[src/dphy_rx_pkg.sv]
`default_nettype none

package dphy_rx_pkg;

  // Leader sequence byte that opens every high-speed burst on the lane.
  localparam logic [7:0] SYNC_PATTERN = 8'b1011_1000;

  localparam int FIFO_DEPTH  = 8;
  localparam int FIFO_ADDR_W = $clog2(FIFO_DEPTH);
  localparam int FIFO_CNT_W  = $clog2(FIFO_DEPTH + 1); // Holds 0 up to FIFO_DEPTH.

  // Data identifiers below this value carry no payload.
  localparam logic [7:0] SHORT_PACKET_MAX_DI = 8'h10;

  // One aligned byte from the lane.
  typedef struct packed
  {
    logic [7:0] data;
    logic       sot;  // First byte after the sync byte.
  } lane_byte_t;

  // Decoded CSI-2 packet header.
  typedef struct packed
  {
    logic [7:0]  data_id;     // Virtual channel and data type.
    logic [15:0] word_count;  // Payload length in bytes.
  } csi2_header_t;

endpackage

`default_nettype wire
[src/dphy_rx_lane.sv]
`timescale 1ns/100ps
`default_nettype none

module dphy_rx_lane
(
  input  logic                      clk_i,
  input  logic                      rst_i,
  input  logic [7:0]                lane_byte_i,
  input  logic                      hs_data_valid_i,
  input  logic                      reset_align_i,
  output logic                      header_valid_o,
  output dphy_rx_pkg::csi2_header_t header_o,
  output logic                      payload_valid_o,
  output logic [7:0]                payload_o,
  output logic                      packet_done_o,
  output logic                      overflow_o
);

  import dphy_rx_pkg::*;

  lane_byte_t aligned;
  logic       aligned_valid;
  lane_byte_t fifo_head;
  logic       fifo_not_empty;
  logic       fifo_pop;

  dphy_byte_align u_align
  (
    .clk_i            (clk_i),
    .rst_i            (rst_i),
    .unaligned_byte_i (lane_byte_i),
    .hs_data_valid_i  (hs_data_valid_i),
    .reset_align_i    (reset_align_i),
    .valid_o          (aligned_valid),
    .aligned_o        (aligned)
  );

  byte_fifo #(.payload_t(lane_byte_t)) u_fifo
  (
    .clk_i        (clk_i),
    .rst_i        (rst_i),
    .write_i      (aligned_valid),
    .write_data_i (aligned),
    .read_i       (fifo_pop),
    .read_data_o  (fifo_head),
    .not_empty_o  (fifo_not_empty),
    .overflow_o   (overflow_o)
  );

  csi2_header_parser u_parser
  (
    .clk_i           (clk_i),
    .rst_i           (rst_i),
    .byte_present_i  (fifo_not_empty),
    .byte_i          (fifo_head),
    .pop_o           (fifo_pop),
    .header_valid_o  (header_valid_o),
    .header_o        (header_o),
    .payload_valid_o (payload_valid_o),
    .payload_o       (payload_o),
    .packet_done_o   (packet_done_o)
  );

endmodule

`default_nettype wire

[src/csi2_header_parser.sv]
`timescale 1ns/100ps
`default_nettype none

module csi2_header_parser
(
  input  logic                      clk_i,
  input  logic                      rst_i,
  input  logic                      byte_present_i,
  input  dphy_rx_pkg::lane_byte_t   byte_i,
  output logic                      pop_o,
  output logic                      header_valid_o,
  output dphy_rx_pkg::csi2_header_t header_o,
  output logic                      payload_valid_o,
  output logic [7:0]                payload_o,
  output logic                      packet_done_o
);

  import dphy_rx_pkg::*;

  typedef enum logic [1:0]
  {
    ST_IDLE,
    ST_HEADER,
    ST_PAYLOAD,
    ST_CHECKSUM
  } state_t;

  state_t       state;
  logic [1:0]   hdr_idx;
  csi2_header_t hdr_q;
  logic [15:0]  remaining;
  logic         crc_second;
  logic         is_short;
  logic         plain_byte;
  logic         header_done;
  logic         payload_byte;

  assign pop_o = byte_present_i; // No stall ever reaches the FIFO.

  assign is_short     = hdr_q.data_id < SHORT_PACKET_MAX_DI;
  assign plain_byte   = byte_present_i && !byte_i.sot;
  assign header_done  = plain_byte && state == ST_HEADER && hdr_idx == 2'd3;
  assign payload_byte = plain_byte && state == ST_PAYLOAD;

  // Header bytes are data identifier, word count low, word count high, ECC.
  always_ff @(posedge clk_i)
  begin
    if (byte_present_i && byte_i.sot)
      hdr_q.data_id <= byte_i.data;
    else if (plain_byte && state == ST_HEADER && hdr_idx == 2'd1)
      hdr_q.word_count[7:0] <= byte_i.data;
    else if (plain_byte && state == ST_HEADER && hdr_idx == 2'd2)
      hdr_q.word_count[15:8] <= byte_i.data;
  end

  always_ff @(posedge clk_i)
  begin
    if (header_done)
      header_o <= hdr_q;
    if (payload_byte)
      payload_o <= byte_i.data;
  end

  always_ff @(posedge clk_i)
  begin
    if (rst_i)
    begin
      state           <= ST_IDLE;
      hdr_idx         <= '0;
      remaining       <= '0;
      crc_second      <= 1'b0;
      header_valid_o  <= 1'b0;
      payload_valid_o <= 1'b0;
      packet_done_o   <= 1'b0;
    end
    else
    begin
      header_valid_o  <= header_done;
      payload_valid_o <= payload_byte;
      packet_done_o   <= 1'b0;
      if (byte_present_i && byte_i.sot)
      begin
        state   <= ST_HEADER; // A new burst aborts whatever packet was open.
        hdr_idx <= 2'd1;
      end
      else if (byte_present_i)
      begin
        case (state)
          ST_HEADER:
          begin
            hdr_idx <= hdr_idx + 1'b1;
            if (header_done)
            begin
              if (is_short)
              begin
                state         <= ST_IDLE;
                packet_done_o <= 1'b1;
              end
              else if (hdr_q.word_count == '0)
              begin
                state      <= ST_CHECKSUM;
                crc_second <= 1'b0;
              end
              else
              begin
                state     <= ST_PAYLOAD;
                remaining <= hdr_q.word_count;
              end
            end
          end
          ST_PAYLOAD:
          begin
            remaining <= remaining - 1'b1;
            if (remaining == 16'd1)
            begin
              state      <= ST_CHECKSUM;
              crc_second <= 1'b0;
            end
          end
          ST_CHECKSUM:
          begin
            if (crc_second)
            begin
              state         <= ST_IDLE;
              packet_done_o <= 1'b1;
            end
            else
            begin
              crc_second <= 1'b1;
            end
          end
          default:
          begin
            state <= ST_IDLE; // stray bytes outside a packet are dropped
          end
        endcase
      end
    end
  end

endmodule

`default_nettype wire

[src/byte_fifo.sv]
`timescale 1ns/100ps
`default_nettype none

module byte_fifo
#(
  parameter type payload_t = dphy_rx_pkg::lane_byte_t
)
(
  input  logic     clk_i,
  input  logic     rst_i,
  input  logic     write_i,
  input  payload_t write_data_i,
  input  logic     read_i,
  output payload_t read_data_o,
  output logic     not_empty_o,
  output logic     overflow_o
);

  import dphy_rx_pkg::*;

  payload_t               mem [FIFO_DEPTH];
  logic [FIFO_ADDR_W-1:0] wr_ptr;
  logic [FIFO_ADDR_W-1:0] rd_ptr;
  logic [FIFO_CNT_W-1:0]  count;
  logic                   head_valid;
  payload_t               head_data;
  logic                   head_load;
  logic                   mem_full;
  logic                   mem_push;

  function automatic logic [FIFO_ADDR_W-1:0] next_ptr
  (
    input logic [FIFO_ADDR_W-1:0] ptr
  );
    if (ptr == FIFO_ADDR_W'(FIFO_DEPTH - 1))
      return '0;
    return ptr + 1'b1;
  endfunction

  // The head register refills from memory when it is empty or being read.
  assign head_load = (!head_valid || read_i) && (count != '0);
  assign mem_full  = (count == FIFO_CNT_W'(FIFO_DEPTH));
  assign mem_push  = write_i && (!mem_full || head_load);

  always_ff @(posedge clk_i)
  begin
    if (mem_push)
      mem[wr_ptr] <= write_data_i;
  end

  always_ff @(posedge clk_i)
  begin
    if (head_load)
      head_data <= mem[rd_ptr];
  end

  always_ff @(posedge clk_i)
  begin
    if (rst_i)
    begin
      wr_ptr     <= '0;
      rd_ptr     <= '0;
      count      <= '0;
      head_valid <= 1'b0;
      overflow_o <= 1'b0;
    end
    else
    begin
      if (mem_push)
        wr_ptr <= next_ptr(wr_ptr);
      if (head_load)
        rd_ptr <= next_ptr(rd_ptr);
      if (mem_push && !head_load)
        count <= count + 1'b1;
      else if (!mem_push && head_load)
        count <= count - 1'b1;
      if (head_load)
        head_valid <= 1'b1;
      else if (read_i)
        head_valid <= 1'b0;
      if (write_i && !mem_push)
        overflow_o <= 1'b1; // Sticky until reset.
    end
  end

  assign read_data_o = head_data;
  assign not_empty_o = head_valid;

endmodule

`default_nettype wire

[src/dphy_byte_align.sv]
`timescale 1ns/100ps
`default_nettype none

module dphy_byte_align
(
  input  logic                    clk_i,
  input  logic                    rst_i,
  input  logic [7:0]              unaligned_byte_i,
  input  logic                    hs_data_valid_i,
  input  logic                    reset_align_i,
  output logic                    valid_o,
  output dphy_rx_pkg::lane_byte_t aligned_o
);

  import dphy_rx_pkg::*;

  logic [7:0]  byte_d1;
  logic [7:0]  byte_d2;
  logic [15:0] window;
  logic        sync_found;
  logic [2:0]  sync_shift;
  logic        locked;
  logic [2:0]  shift_q;
  logic        sot_pending;
  logic        emit;
  logic [7:0]  aligned_data_q;
  logic        aligned_sot_q;

  always_ff @(posedge clk_i)
  begin
    byte_d1 <= unaligned_byte_i;
    byte_d2 <= byte_d1;
  end

  assign window = {byte_d1, byte_d2}; // Older byte in the low half, bits arrive LSB first.

  // Lowest matching shift wins since the loop runs downwards.
  always_comb
  begin
    sync_found = 1'b0;
    sync_shift = '0;
    for (int i = 7; i >= 0; i--)
    begin
      if (hs_data_valid_i && window[i +: 8] == SYNC_PATTERN)
      begin
        sync_found = 1'b1;
        sync_shift = 3'(i);
      end
    end
  end

  assign emit = locked && hs_data_valid_i && !reset_align_i;

  always_ff @(posedge clk_i)
  begin
    if (rst_i)
    begin
      locked      <= 1'b0;
      shift_q     <= '0;
      sot_pending <= 1'b0;
    end
    else if (reset_align_i)
    begin
      locked      <= 1'b0;
      sot_pending <= 1'b0;
    end
    else if (!locked && sync_found)
    begin
      locked      <= 1'b1;
      shift_q     <= sync_shift;
      sot_pending <= 1'b1; // The byte after the sync byte opens the burst.
    end
    else if (emit)
    begin
      sot_pending <= 1'b0;
    end
  end

  always_ff @(posedge clk_i)
  begin
    if (rst_i)
    begin
      valid_o       <= 1'b0;
      aligned_sot_q <= 1'b0;
    end
    else
    begin
      valid_o       <= emit;
      aligned_sot_q <= emit && sot_pending;
    end
  end

  always_ff @(posedge clk_i)
  begin
    aligned_data_q <= window[shift_q +: 8];
  end

  assign aligned_o = '{data: aligned_data_q, sot: aligned_sot_q};

endmodule

`default_nettype wire

[config.mk]
export PLATFORM = sky130hd
export DESIGN_NAME = dphy_rx_lane
export DESIGN_NICKNAME = d
export VERILOG_FILES = /design/src/dphy_rx_pkg.sv /design/src/dphy_rx_lane.sv /design/src/csi2_header_parser.sv /design/src/byte_fifo.sv /design/src/dphy_byte_align.sv
export SDC_FILE = /design/constraint.sdc
export NUM_CORES = 1
export LEC_CHECK = 0
export CORE_MARGIN = 2
export CORE_UTILIZATION = 30
export CTS_CLUSTER_SIZE = 25
export DETAILED_ROUTE_END_ITERATION = 7
export DONT_BUFFER_PORTS = 1
export GPL_TIMING_DRIVEN = 0
export PLACE_DENSITY = 0.49
export SLEW_MARGIN = 40
export SYNTH_ARGS = -nofsm -noshare
export SYNTH_HDL_FRONTEND = slang
export SYNTH_HIERARCHICAL = 1
export SYNTH_SLANG_ARGS = --single-unit
[constraint.sdc]
create_clock -name clk_i -period 5.2 [get_ports clk_i]
set_clock_uncertainty 0.1 [all_clocks]
set_input_delay 0.26 -clock clk_i [delete_from_list [all_inputs] [get_ports clk_i]]
set_output_delay 0.26 -clock clk_i [all_outputs]
set_load 0.01 [all_outputs]
-- Word level (Yosys, flattened, before mapping)
Memories as Yosys holds them, arrays and structs flattened. A register that Yosys moved wholly into a read port is not among the register bits.
Index checks and enable logic that the tools add are counted.
- add/subtract/negate cells: 6
- $lt $le $gt $ge: 1
- equality and inequality tests: 27
- shift-type cells: 1
- muxes and demuxes: 57
- bitwise logic cells: 4
- reduce and logical (&&, ||, !) cells: 50
- operator list (cell ; number):
    8-bit == test, second input constant ; 8
    16-bit 2-to-1 mux ; 3
    3-bit 2-to-1 mux ; 12
    1-bit 2-to-1 mux ; 32
    16-bit case mux with 2 select lines ; 1
    1-bit logical AND ; 23
    16-bit by 1-bit == test with 1-bit output, second input constant ; 1
    16-bit zero test ; 1
    16-bit by 4-bit variable part select with 8-bit output ; 1
    16-bit by 1-bit subtractor with 16-bit output, second input constant ; 1
    2-bit nonzero test ; 5
    2-bit == test, second input constant ; 4
    8-bit by 5-bit < comparator with 1-bit output, second input constant ; 1
    2-bit 2-to-1 mux ; 4
    4-bit 2-to-1 mux ; 2
    2-bit inequality test, second input constant ; 4
    2-bit AND reduction ; 4
    4-bit AND reduction ; 2
    7-bit AND reduction ; 1
    3-bit by 1-bit adder with 3-bit output, second input constant ; 2
    3-bit == test, second input constant ; 2
    1-bit zero test ; 6
    3-bit by 1-bit inequality test with 1-bit output, second input constant ; 2
    2-bit case mux with 3 select lines ; 1
    17 further kinds ; 23
- register bits after elaboration: 123
- memory bits (writable): 72
- bits of input ports: 12
- output and inout port bits: 36
- word-level logic and storage cells: 175
- memories kept: 1
- memory list (memory ; words ; bits a word ; read ports ; clocked after memory_dff ; write ports ; RTL line ; RTL):
    u_fifo.mem ; 8 ; 9 ; 1 ; 1 ; 1 ; byte_fifo.sv:21 ; payload_t mem [FIFO_DEPTH];

-- Depth between registers and ports, before layout
Gate-level depths: netlist (run 1).
- word-level depth: 12
- mapped depth: 11
- depth with buffers taken out: 10

-- By module
Netlist (run 1), hierarchy kept.
- modules (own cells, without submodules) (module ; times used ; cells an instance ; area each (um2) ; sequential area each (um2)):
    byte_fifo ; 1 ; 196 ; 3722.3 ; 2672.6
    csi2_header_parser ; 1 ; 263 ; 3283.1 ; 2162.1
    dphy_byte_align ; 1 ; 136 ; 1390.1 ; 620.6

-- Worst setup path after synthesis (run 1)
No wires, ideal clock.
- path kind: register -> register
- from: register, netlist name u_fifo/not_empty_o
- to: register u_fifo.count[3]
- setup time: 121 ps
- data arrival time: 2583 ps
- required time: 4979 ps
- path slack: 2396 ps
- stages on the path, launching flop included: 12
- buffers on the path: 1
- clock period less this slack: 2804 ps
- cells stage by stage: dfxtp_1 -> buf_4 -> nor2b_1 -> nor2_1 -> inv_1 -> ha_1 -> inv_1 -> ha_1 -> a21oi_1 -> a211oi_1 -> a31oi_1 -> mux2_2
- RTL lines (what ; RTL line ; RTL):
    to (signal assigned) ; byte_fifo.sv:74 ; count <= count + 1'b1;
    to (signal assigned) ; byte_fifo.sv:76 ; count <= count - 1'b1;
    to (decl) ; byte_fifo.sv:24 ; logic [FIFO_CNT_W-1:0] count;

==> results.md, run 1 <==
* Outcome: completed
* Largest area contributor in the netlist: edfxtp_1
* Netlist cell types at a little under 70
* Total GRT Usage at between 10% and 20%
* Hold Startpoint: rst_i
* Max Root-Sink Buffers at 3
* Row count at 61
* Switch Pwr at 1079 µW
* Largest net degree at the start of global routing at 27
* RSZ-0062 raised after global routing: false
* Setup bufs post-CTS at 0
* Synth warn at 6
* Syn Area/Cell at 14.11 µm²
* Class of the worst hold path: primary input to flop
* Clk pwr share at 37.5%
* Syn Inst Count at ~600
* Initial DRC count at 377
* WS Path Type: flop to flop
* GP Congestion at around 0.8
* Syn_nets at 624
* Max Cap Violations at 0
* Startpoint types: flop
* Logic pwr share at 13.9%
* IO Pins at 48
* Synthesized area at ~8400 µm²
* Area Overhead vs Synth at 16.57%
* Max_slew headroom at 46.56%
* Top FF cell, synth: edfxtp_1
* Reg2Reg Setup Slack at roughly 2.2 ns
* DR top layer: met4
* R2R Path Start: u_fifo/not_empty_o
* R2r endpoint: u_fifo/count[3]
* Hold Vio Cnt, Final at 0
* Root buffer cell: clkbuf_16
* Initial Util at 30.30%
* Routed wl met3 at roughly 600 µm
* Via density at between 4 and 5
* Power Dens Cells at about 430 nW/µm²
* Worst-Margin Slew at about 0.80 ns
* Final min period at between 3 and 4 ns
* Met2 wire length at 9080 µm
* Post-route clock period utilization at 58.31%
* # nets final at 664
* Cell Int Power at 3131 µW
* Yosys reg bits at 204
* CTS sink cnt at about 200
* Worst Path Max Fanout at 13
* Clock slew at reported path FFs at 0.06 ns
* H-Tree Depth at 1
* WL met1 at around 7600 µm
* Initial antenna violation count at 0
* Placed insts at between 900 and 1000
* Routed len/inst at 17.29 µm
* Vias in the first global route at 5084
* Cell with the most instances after synthesis: edfxtp_1
* Die Span X at around 170 µm
* Fin Setup TNS at 0 ns
* Post-synth ARST share at 0%
* Worst Path Required at 5.49 ns
* Grt ovf at 0
* Area of the die at 29340 µm²
* Critical path arrival at between 3 and 4 ns
* Reg2reg path depth at 11
* Setup crit end kind: flop
* Residual DRC count at 0
* Sequential area share after synthesis at 64.98%
* Sequential Power Share at 48.6%
* Post-synth EDFFs at approximately 140
* Number of port buffers at 0
* Cts repair resizes at 0
* DRT Wirelength at about 18000 µm
* Worst Hold Path EP: u_fifo/count[0]
* Die Span Y at ~170 µm
* Lkg Pwr at approximately 0.0033 µW
* Sw Ratio at 25.63%
* Post-DP HPWL at approximately 12000 µm
* Via count at about 4900
* Maximum clock rate at approximately 330 MHz
* Ant diodes at 0
* TritonCTS Buffers at 23
* Post-synth top area share at 49.00%
* Insertion delay to the later sink of the worst-skew pair at 0.50 ns
* Layout Utilization at between 30% and 40%
* Final setup vio count at 0
* Hold Slack at slightly below 0.07 ns
* Synth cell count leaders: edfxtp_1, dfxtp_1, a21oi_1
* Maximum VDD drop at around 0.00025 V
* Final cell count without fillers at just over 1000
* Post-CTS Hold Buffers at 11
* First-pass GRT wire length at approximately 28000 µm
* Final ANT Viol Nets at 0
* Final Max Tran Viols at 0
* TritonCTS clock tree: yes
* Synth area leaders: edfxtp_1, dfxtp_1, mux4_1
* Share of layout cells above drive strength 1 at 16.15%
* Core area at ~28000 µm²
* Hold path depth at 2
* Drt first pass iters at 4
-- cells in the final DEF, fill, tap and decap left out, drive strengths merged, types with 6 or more instances in the layout --
master / instances
edfxtp: 137
dfxtp: 67
a21oi: 43
clkbuf: 42
nor2: 40
nand2: 38
mux2i: 20
inv: 20
o21ai: 19
buf: 19
mux4: 18
nor3: 17
ha: 16
mux2: 13
nand3: 13
dlygate4sd3: 11
nor4: 9
and4bb: 9
a21o: 7
nor2b: 6
nand4: 6
clkinv: 6
-- per-stage QoR --
step	setup slack [ns]	total power (µW)	instance area, µm²
detailed placement	2.153	2665	8929
global route	1.980	4404	9787
CTS	2.140	4268	9787
floorplan	2.396	2464	8396
global placement	1.885	2643	8869
finish	2.168	4210	9787
-- power by group through the flow --
stage	logic (µW)	registers (µW)	clock network [µW]
after floorplan	449	2010	0
after global routing	645	2070	1690
after global placement	561	2080	0
final	586	2050	1580
after CTS	594	2050	1620
after detailed placement	583	2080	0
-- worst max-delay path by stage --
stage | start | to | slack [ns] | cells past startpoint
floorplan | u_fifo/not_empty_o | u_fifo/count[3] | 2.40 | 11
global placement | u_fifo/not_empty_o | u_fifo/count[3] | 1.89 | 11
detailed placement | u_fifo/not_empty_o | u_fifo/count[3] | 2.15 | 11
CTS | u_fifo/not_empty_o | u_fifo/count[3] | 2.14 | 11
global route | u_fifo/not_empty_o | u_fifo/count[3] | 1.98 | 11
finish | u_fifo/not_empty_o | u_fifo/count[3] | 2.17 | 11
-- worst max-delay path, cell delays in order (launching register included) --
cell      delay (ns)
dfxtp_1         0.43
buf_4           0.14
nor2b_1         0.09
nor2_2          0.58
inv_1           0.10
ha_1            0.23
inv_1           0.13
ha_1            0.29
a21oi_1         0.21
a211oi_1        0.10
a31oi_1         0.17
mux2_2          0.35
-- registers in the layout, summed over array words and instances (netlist names), 3 cells and up --
name	cells
u_align/aligned_data_q	8
u_parser/payload_o	8
u_fifo/rd_ptr	3
u_align/byte_d1	8
u_fifo/wr_ptr	3
u_align/byte_d2	8
u_fifo/count	4
u_parser/hdr_q	24
u_fifo/mem	72
u_fifo/read_data_o	9
u_parser/remaining	16
u_parser/header_o	24
u_align/shift_q	3
-- area by class of cell --
type,count,area [µm²]
repair buffers,15,132.6
multi-input cells,341,2748
well taps,378,473.0
inverters,20,75.07
clock buffers,27,610.6
flip-flops and latches,204,5455
plain buffers,30,155.1
clock inverters,13,137.6
fillers,2646,17920
-- metal layers --
metal  up-vias  global-route usage, %
met5         -                      0
met4         0                  3.906
met3        33                  1.979
met2        99                  22.46
met1      2458                  15.03
li1       2339                      -
-- cells by family after synthesis --
family,Yosys count,share of synthesized area (%)
flip-flops,204,64.98
XOR/XNOR,4,0.4174
buffers and inverters,50,2.742
adder cells (fa/ha/maj),17,2.623
AO/OA/AOI/OAI,100,8.063
AND/OR/NAND/NOR,169,11.46
multiplexers,51,9.717
No activity file was read; power rests on OpenSTA's default activity.
==> run 2: changes to the inputs <==
- clock period: 5.2 -> 2.8 ns (I/O delays scaled with it)
==> run 2 against run 1 <==
Net effect:
- die area unchanged
- register-to-register slack got worse by 2.0 ns
- worst setup slack got worse by 2.0 ns
- critical path type unchanged
- highest routed layer unchanged
- first-iteration DRC count decreased by 6.4%
==> results.md, run 2 (same netlist as run 1, synthesis figures left out) <==
* Via density at 4.831 (+0.76%)
* Outcome: completed
* Clock slew at reported path FFs at 0.06 ns (about the same)
* Commonest non-fill, non-tap cell in the layout: edfxtp_1
* Maximum VDD drop at 0.0004645 V (+85%)
* Initial DRC count at 353 (-6.4%)
* Lkg Pwr at 0.003285 µW (+1.0%)
* Initial Util at 30.30% (unchanged)
* Area Overhead vs Synth at 17.09%
* Critical path arrival at 2.91 ns (-0.41 ns)
* Total power at 7841 µW (+86%)
* Layout Utilization at 35.48% (+0.16 points)
* IO Pins at 48 (unchanged)
* Hold Startpoint: lane_byte_i[5]
* Total GRT Usage at 12.31% (-0.080 points)
* Final Max Tran Viols at 0 (unchanged)
* Hold path depth at 1 (-1)
* Worst-Margin Slew at 0.8203 ns (+0.02532 ns)
* Class of the worst hold path: primary input to flop
* Final ANT Viol Nets at 0 (unchanged)
* Power Dens Cells at 797.6 nW/µm² (+85%)
* Hold Vio Cnt, Final at 0 (unchanged)
* Final setup vio count at 0 (unchanged)
* Reg2Reg Setup Slack at 0.17 ns (-2.00 ns)
* Multi-input gate area at 2794 µm² (+1.7%)
* Die Span X at 171.3 µm (unchanged)
* GR Layer Usage met2 at 21.35% (-1.1 points)
* Area of the die at 29340 µm² (unchanged)
* TritonCTS Buffers at 23 (unchanged)
* Share of layout cells above drive strength 1 at 17.15% (+1.0 points)
* Initial antenna violation count at 0 (unchanged)
* Hold Slack at 0.08595 ns (+0.01842 ns)
* Core area at 27710 µm² (unchanged)
* First-pass GRT wire length at 28170 µm (-0.29%)
* Residual DRC count at 0 (unchanged)
* Max_slew headroom at 44.86% (-1.7 points)
* R2r endpoint: u_parser/remaining[11]
* Fin Setup TNS at 0 ns (unchanged)
* Routed len/inst at 17.38 µm (+0.51%)
* FF+latch area at 5456 µm² (about the same)
* Vias in the first global route at 5030 (-1.1%)
* Worst Hold Path EP: u_align/byte_d1[5]
* Fillcell total at 2633 (-0.49%)
* Max Cap Violations at 0 (unchanged)
* Drt first pass iters at 5 (+1)
* Insertion delay to the later sink of the worst-skew pair at 0.50 ns (about the same)
* Ant diodes at 0 (unchanged)
* Die Span Y at 171.3 µm (unchanged)
* Setup crit end kind: flop
* RSZ-0062 raised after global routing: false
* CTS sink cnt at 204 (unchanged)
* Largest net degree at the start of global routing at 27 (unchanged)
* Reg2reg path depth at 9 (-2)
* Row count at 61 (unchanged)
* R2R Path Start: u_parser/state[0]
* Gr busiest metal: met2
* Max Root-Sink Buffers at 3 (unchanged)
* Maximum clock rate at 380.2 MHz (+15%)
* Post-DP HPWL at 12270 µm (-1.5%)
* H-Tree Depth at 1 (unchanged)
* Most frequent cells in the layout: edfxtp_1, dfxtp_1, a21oi_1, nand2_1, nor2_1
* Final min period at 2.630 ns (-0.4018 ns)
* Met3 Usage GRT at 2.485% (+0.51 points)
* Grt ovf at 0 (unchanged)
* Largest register FFs at 72 (unchanged)
* TritonCTS clock tree: yes
* Final cell count without fillers at 1031 (+0.29%)
* DRT Wirelength at 17920 µm (+0.80%)
* Root buffer cell: clkbuf_16
* Worst Path Max Fanout at 10 (-3)
* # nets final at 667 (+0.45%)
* Via count at 4981 (+1.1%)
* Startpoint types: flop
* Largest Register: u_fifo/mem
* Placed insts at 977 (unchanged)
* Number of port buffers at 0 (unchanged)
* Worst Path Required at 3.08 ns (-2.41 ns)
* Post-route clock period utilization at 93.94% (+36 points)
* WS Path Type: flop to flop
* Top flop regs: u_fifo/mem: 72 flops, u_parser/hdr_q: 24 flops, u_parser/header_o: 24 flops
* GP Congestion at 0.8319 (+3.7%)
* Grt met1 use at 15.08% (+0.051 points)
-- run 2: power by group --
part / leakage [µW] / switching, µW / internal [µW] / total [µW]
Sequential: 0.00179 / 256 / 3560 / 3810
Combinational: 0.00114 / 594 / 578 / 1170
Clock: 0.000352 / 1170 / 1690 / 2860
Total: 0.00328 / 2020 / 5820 / 7840
-- run 2: worst max-delay path: stages (launching register included) --
cell and delay, ns:
dfxtp_1 0.40, inv_1 0.09, ha_1 0.19, clkbuf_1 0.18, inv_1 0.17, clkbuf_1 0.42, clkbuf_1 0.50, a21oi_1 0.09
o21ai_0 0.24, a21oi_1 0.11
-- run 2: worst max path at each step --
stage / startpoint / endpoint / slack (ns) / cells past startpoint
final: u_parser/state[0] / u_parser/remaining[11] / 0.17 / 9
after global routing: u_fifo/count[0] / u_fifo/count[3] / 0.009 / 10
after CTS: u_fifo/not_empty_o / u_fifo/count[3] / 0.02 / 11
after detailed placement: u_fifo/not_empty_o / u_fifo/count[3] / -0.25 / 11
after global placement: u_fifo/not_empty_o / u_fifo/mem[2][2] / -0.21 / 5
after floorplan: u_fifo/count[0] / u_fifo/count[3] / 0.20 / 10
-- run 2: layout make-up --
type | count | area share [%]
Tap cell | 378 | 4.811
Inverter | 20 | 0.7891
Buffer | 30 | 1.591
Clock buffer | 27 | 6.007
Timing Repair Buffer | 18 | 1.629
Multi-Input combinational cell | 341 | 28.42
Sequential cell | 204 | 55.50
Clock inverter | 13 | 1.247
-- run 2: routing by layer --
layer	vias to the layer above	share of wire, %
li1	2351	-
met3	40	4.2
met1	2450	43
met5	-	0
met4	0	3.6
met2	140	49
-- run 2: per-stage QoR --
stage	worst slack (ns)	cell area, µm²
after floorplan	0.1952	8398
after global placement	-0.2103	8871
after CTS	0.01879	9779
after global routing	0.009324	9831
final	0.1698	9831
after detailed placement	-0.2542	8934
-- run 2: repair_timing --
action                                  CTS  global route
buffers inserted                          0             3
hold buffers                             11             0
endpoints found under the setup margin    1             9
resized for setup                         4             9
endpoints found under the hold margin    28             0
pin swaps                                 1             1
==> run 3: changes to the inputs <==
- BUFFER_PORTS_ARGS: unset -> -buffer_cell sky130_fd_sc_hd__buf_2
- DONT_BUFFER_PORTS: 1 -> unset
- PLACE_DENSITY: 0.49 -> 0.5
- clock period: 2.8 -> 2.9 ns (I/O delays scaled with it)
==> run 3 against run 2 <==
Net effect:
- first-iteration DRC count grew 16%
- sequential share of layout area shrank 1.6 points
- critical path depth grew 2
- clock-buffer cell count is the same
- global-route usage grew 0.22 points
- clock power grew 6%
- final cell count grew 4.7%
- fmax shrank 2.1%
- sequential power shrank 4%
- largest cell class unchanged
- highest routed layer unchanged
==> results.md, run 3 (same netlist as run 1, synthesis figures left out) <==
* Layout Utilization at 36.55% (+1.1 points)
* IO Pins at 48 (unchanged)
* Drt first pass iters at 6 (+1)
* Final cell count without fillers at 1079 (+4.7%)
* TritonCTS Buffers at 23 (unchanged)
* Ant diodes at 0 (unchanged)
* Worst Path Buf+Inv at 3 (-2)
* Area Overhead vs Synth at 20.63%
* Total GRT Usage at 12.53% (+0.22 points)
* Commonest non-fill, non-tap cell in the layout: edfxtp_1
* Final Max Tran Viols at 0 (unchanged)
* Core area at 27710 µm² (unchanged)
* First-pass GRT wire length at 28690 µm (+1.8%)
* FF+latch area at 5455 µm² (about the same)
* Setup crit end kind: flop
* RSZ-0062 raised after global routing: false
* Die Span X at 171.3 µm (unchanged)
* GP Congestion at 0.8559 (+2.9%)
* Sequential Power Share at 46.7% (-1.9 points)
* Cell count along the critical path at 11 (+2)
* Final min period at 2.687 ns (+0.05690 ns)
* Power Dens Cells at 770.4 nW/µm² (-3.4%)
* Critical path arrival at 2.97 ns (+0.06 ns)
* Vias in the first global route at 5267 (+4.7%)
* Reg2reg path depth at 11 (+2)
* Residual DRC count at 0 (unchanged)
* Startpoint types: flop
* Final ANT Viol Nets at 0 (unchanged)
* # nets final at 713 (+6.9%)
* Top flop regs: u_fifo/mem: 72 flops, u_parser/hdr_q: 24 flops, u_parser/header_o: 24 flops
* Clk pwr share at 39.0% (+2.6 points)
* Worst Path Required at 3.19 ns (+0.11 ns)
* Pre-CTS setup slack at -0.1403 ns (+0.1139 ns)
* Largest register FFs at 72 (unchanged)
* Share of layout cells above drive strength 1 at 21.83% (+4.7 points)
* CTS sink cnt at 204 (unchanged)
* Root buffer cell: clkbuf_16
* Grt ovf at 0 (unchanged)
* Logic pwr share at 14.3% (-0.6 points)
* Worst Path Max Fanout at 7 (-3)
* Final setup vio count at 0 (unchanged)
* Initial DRC count at 408 (+16%)
* Cell Int Power at 5874 µW (+0.85%)
* Max incr delay on CP at 0.36 ns (-0.14 ns)
* Routed len/inst at 16.87 µm (-2.9%)
* Outcome: completed
* Multi-input gate area at 2775 µm² (-0.67%)
* Initial antenna violation count at 0 (unchanged)
* Die Span Y at 171.3 µm (unchanged)
* Max Cap Violations at 0 (unchanged)
* Hold path depth at 2 (+1)
* Fillcell total at 2640 (+0.27%)
* Sw Ratio at 24.72% (-1.0 points)
* Largest Register: u_fifo/mem
* Placed insts at 1023 (+4.7%)
* Row count at 61 (unchanged)
* Lkg Pwr at 0.003502 µW (+6.6%)
* Delay-heaviest family, CP: compound AO/OA/AOI/OAI gates
* Hold Slack at 0.1826 ns (+0.09669 ns)
* Via count at 5123 (+2.9%)
* Post-route clock period utilization at 92.66% (-1.3 points)
* WS Path Type: flop to flop
* Hold Vio Cnt, Final at 0 (unchanged)
* Switch Pwr at 1928 µW (-4.4%)
* Insertion delay to the later sink of the worst-skew pair at 0.51 ns (about the same)
* Worst Slack Setup Final at 0.2129 ns (+0.04310 ns)
* H-Tree Depth at 1 (unchanged)
* Max Root-Sink Buffers at 3 (unchanged)
* Largest net degree at the start of global routing at 27 (unchanged)
* Clock slew at reported path FFs at 0.06 ns (about the same)
* Critical path, cell by cell: buf_4 > nor2b_4 > a31o_2 > inv_1 > ha_1 > inv_1 > ha_1 > a21oi_1 > a211oi_1 > a31oi_1 > mux2_2
* Initial Util at 30.30% (unchanged)
* DRT Wirelength at 18200 µm (+1.6%)
* Area of the die at 29340 µm² (unchanged)
* Critical path's slowest cell: dfxtp_1
* Class of the worst hold path: primary input to flop
* Most frequent cells in the layout: edfxtp_1, dfxtp_1, buf_2, a21oi_1, nand2_1
* Number of port buffers at 46 (+46)
* Maximum VDD drop at 0.0003660 V (-21%)
* Worst-Margin Slew at 0.7482 ns (-0.07215 ns)
* TritonCTS clock tree: yes
* Max_slew headroom at 49.71% (+4.9 points)
* Maximum clock rate at 372.2 MHz (-2.1%)
* Via density at 4.748 (-1.7%)
* Post-DP HPWL at 12680 µm (+3.4%)
==> run 3: cell types whose count changed in the layout (fill, tap and decap cells not counted), sizes merged <==
cell	before	now
buf	23	66
dlygate4sd3	11	13
bufinv	2	5
clkbuf	41	42
clkinv	10	7
clkinvlp	1	3
==> run 3: area by class of cell <==
| cell class | instances | share of cell area [%] |
|---|---|---|
| Timing Repair Buffer | 64 | 3.879 |
| Tap cell | 378 | 4.670 |
| Clock inverter | 15 | 2.076 |
| Clock buffer | 27 | 5.831 |
| Inverter | 20 | 0.7413 |
| Sequential cell | 204 | 53.87 |
| Buffer | 30 | 1.532 |
| Multi-Input combinational cell | 341 | 27.40 |
==> run 3: final timing paths <==
path	slack, ns	start	end
setup / recovery	0.21	u_fifo/not_empty_o	u_fifo/count[3]
hold / removal	0.18	lane_byte_i[3]	u_align/byte_d1[3]
setup reg to reg	0.21	u_fifo/not_empty_o	u_fifo/count[3]
hold reg to reg	0.23	u_align/byte_d1[7]	u_align/byte_d2[7]
==> run 3: power groups by stage <==
| stage | clock network, µW | logic (µW) | registers (µW) |
|---|---|---|---|
| 6_report | 3040 | 1120 | 3640 |
| 3_3_place_gp | 0 | 1020 | 3690 |
| 4_1_cts | 3120 | 1090 | 3640 |
| 3_5_place_dp | 0 | 1060 | 3700 |
| 5_1_grt | 3240 | 1220 | 3690 |
| 2_1_floorplan | 0 | 805 | 3610 |
==> run 3: what timing repair did <==
item | CTS | global route
setup endpoints to repair | 1 | 1
hold endpoints to repair | 17 | 0
hold buffers | 13 | 0
buffers inserted | 0 | 1
pin swaps | 0 | 1
resized for setup | 3 | 2
cloned | 0 | 0
==> run 3: metal layers <==
metal	global-route usage (%)	share of wire, %	vias up	routed length, µm
met5	0	0	-	0
met4	4.164	2.9	0	520
met3	1.887	3.2	40	575
met2	22.93	51	121	9358
met1	15.01	43	2517	7748
li1	-	-	2445	-
==> run 3: stage by stage <==
stage / total power, µW / setup TNS [ns] / cell area [µm²]
3_5_place_dp: 4758 / -0.1403 / 9161
6_report: 7802 / 0 / 10130
2_1_floorplan: 4418 / 0 / 8396
5_1_grt: 8160 / 0 / 10130
3_3_place_gp: 4702 / -2.305 / 9099
4_1_cts: 7854 / 0 / 10110
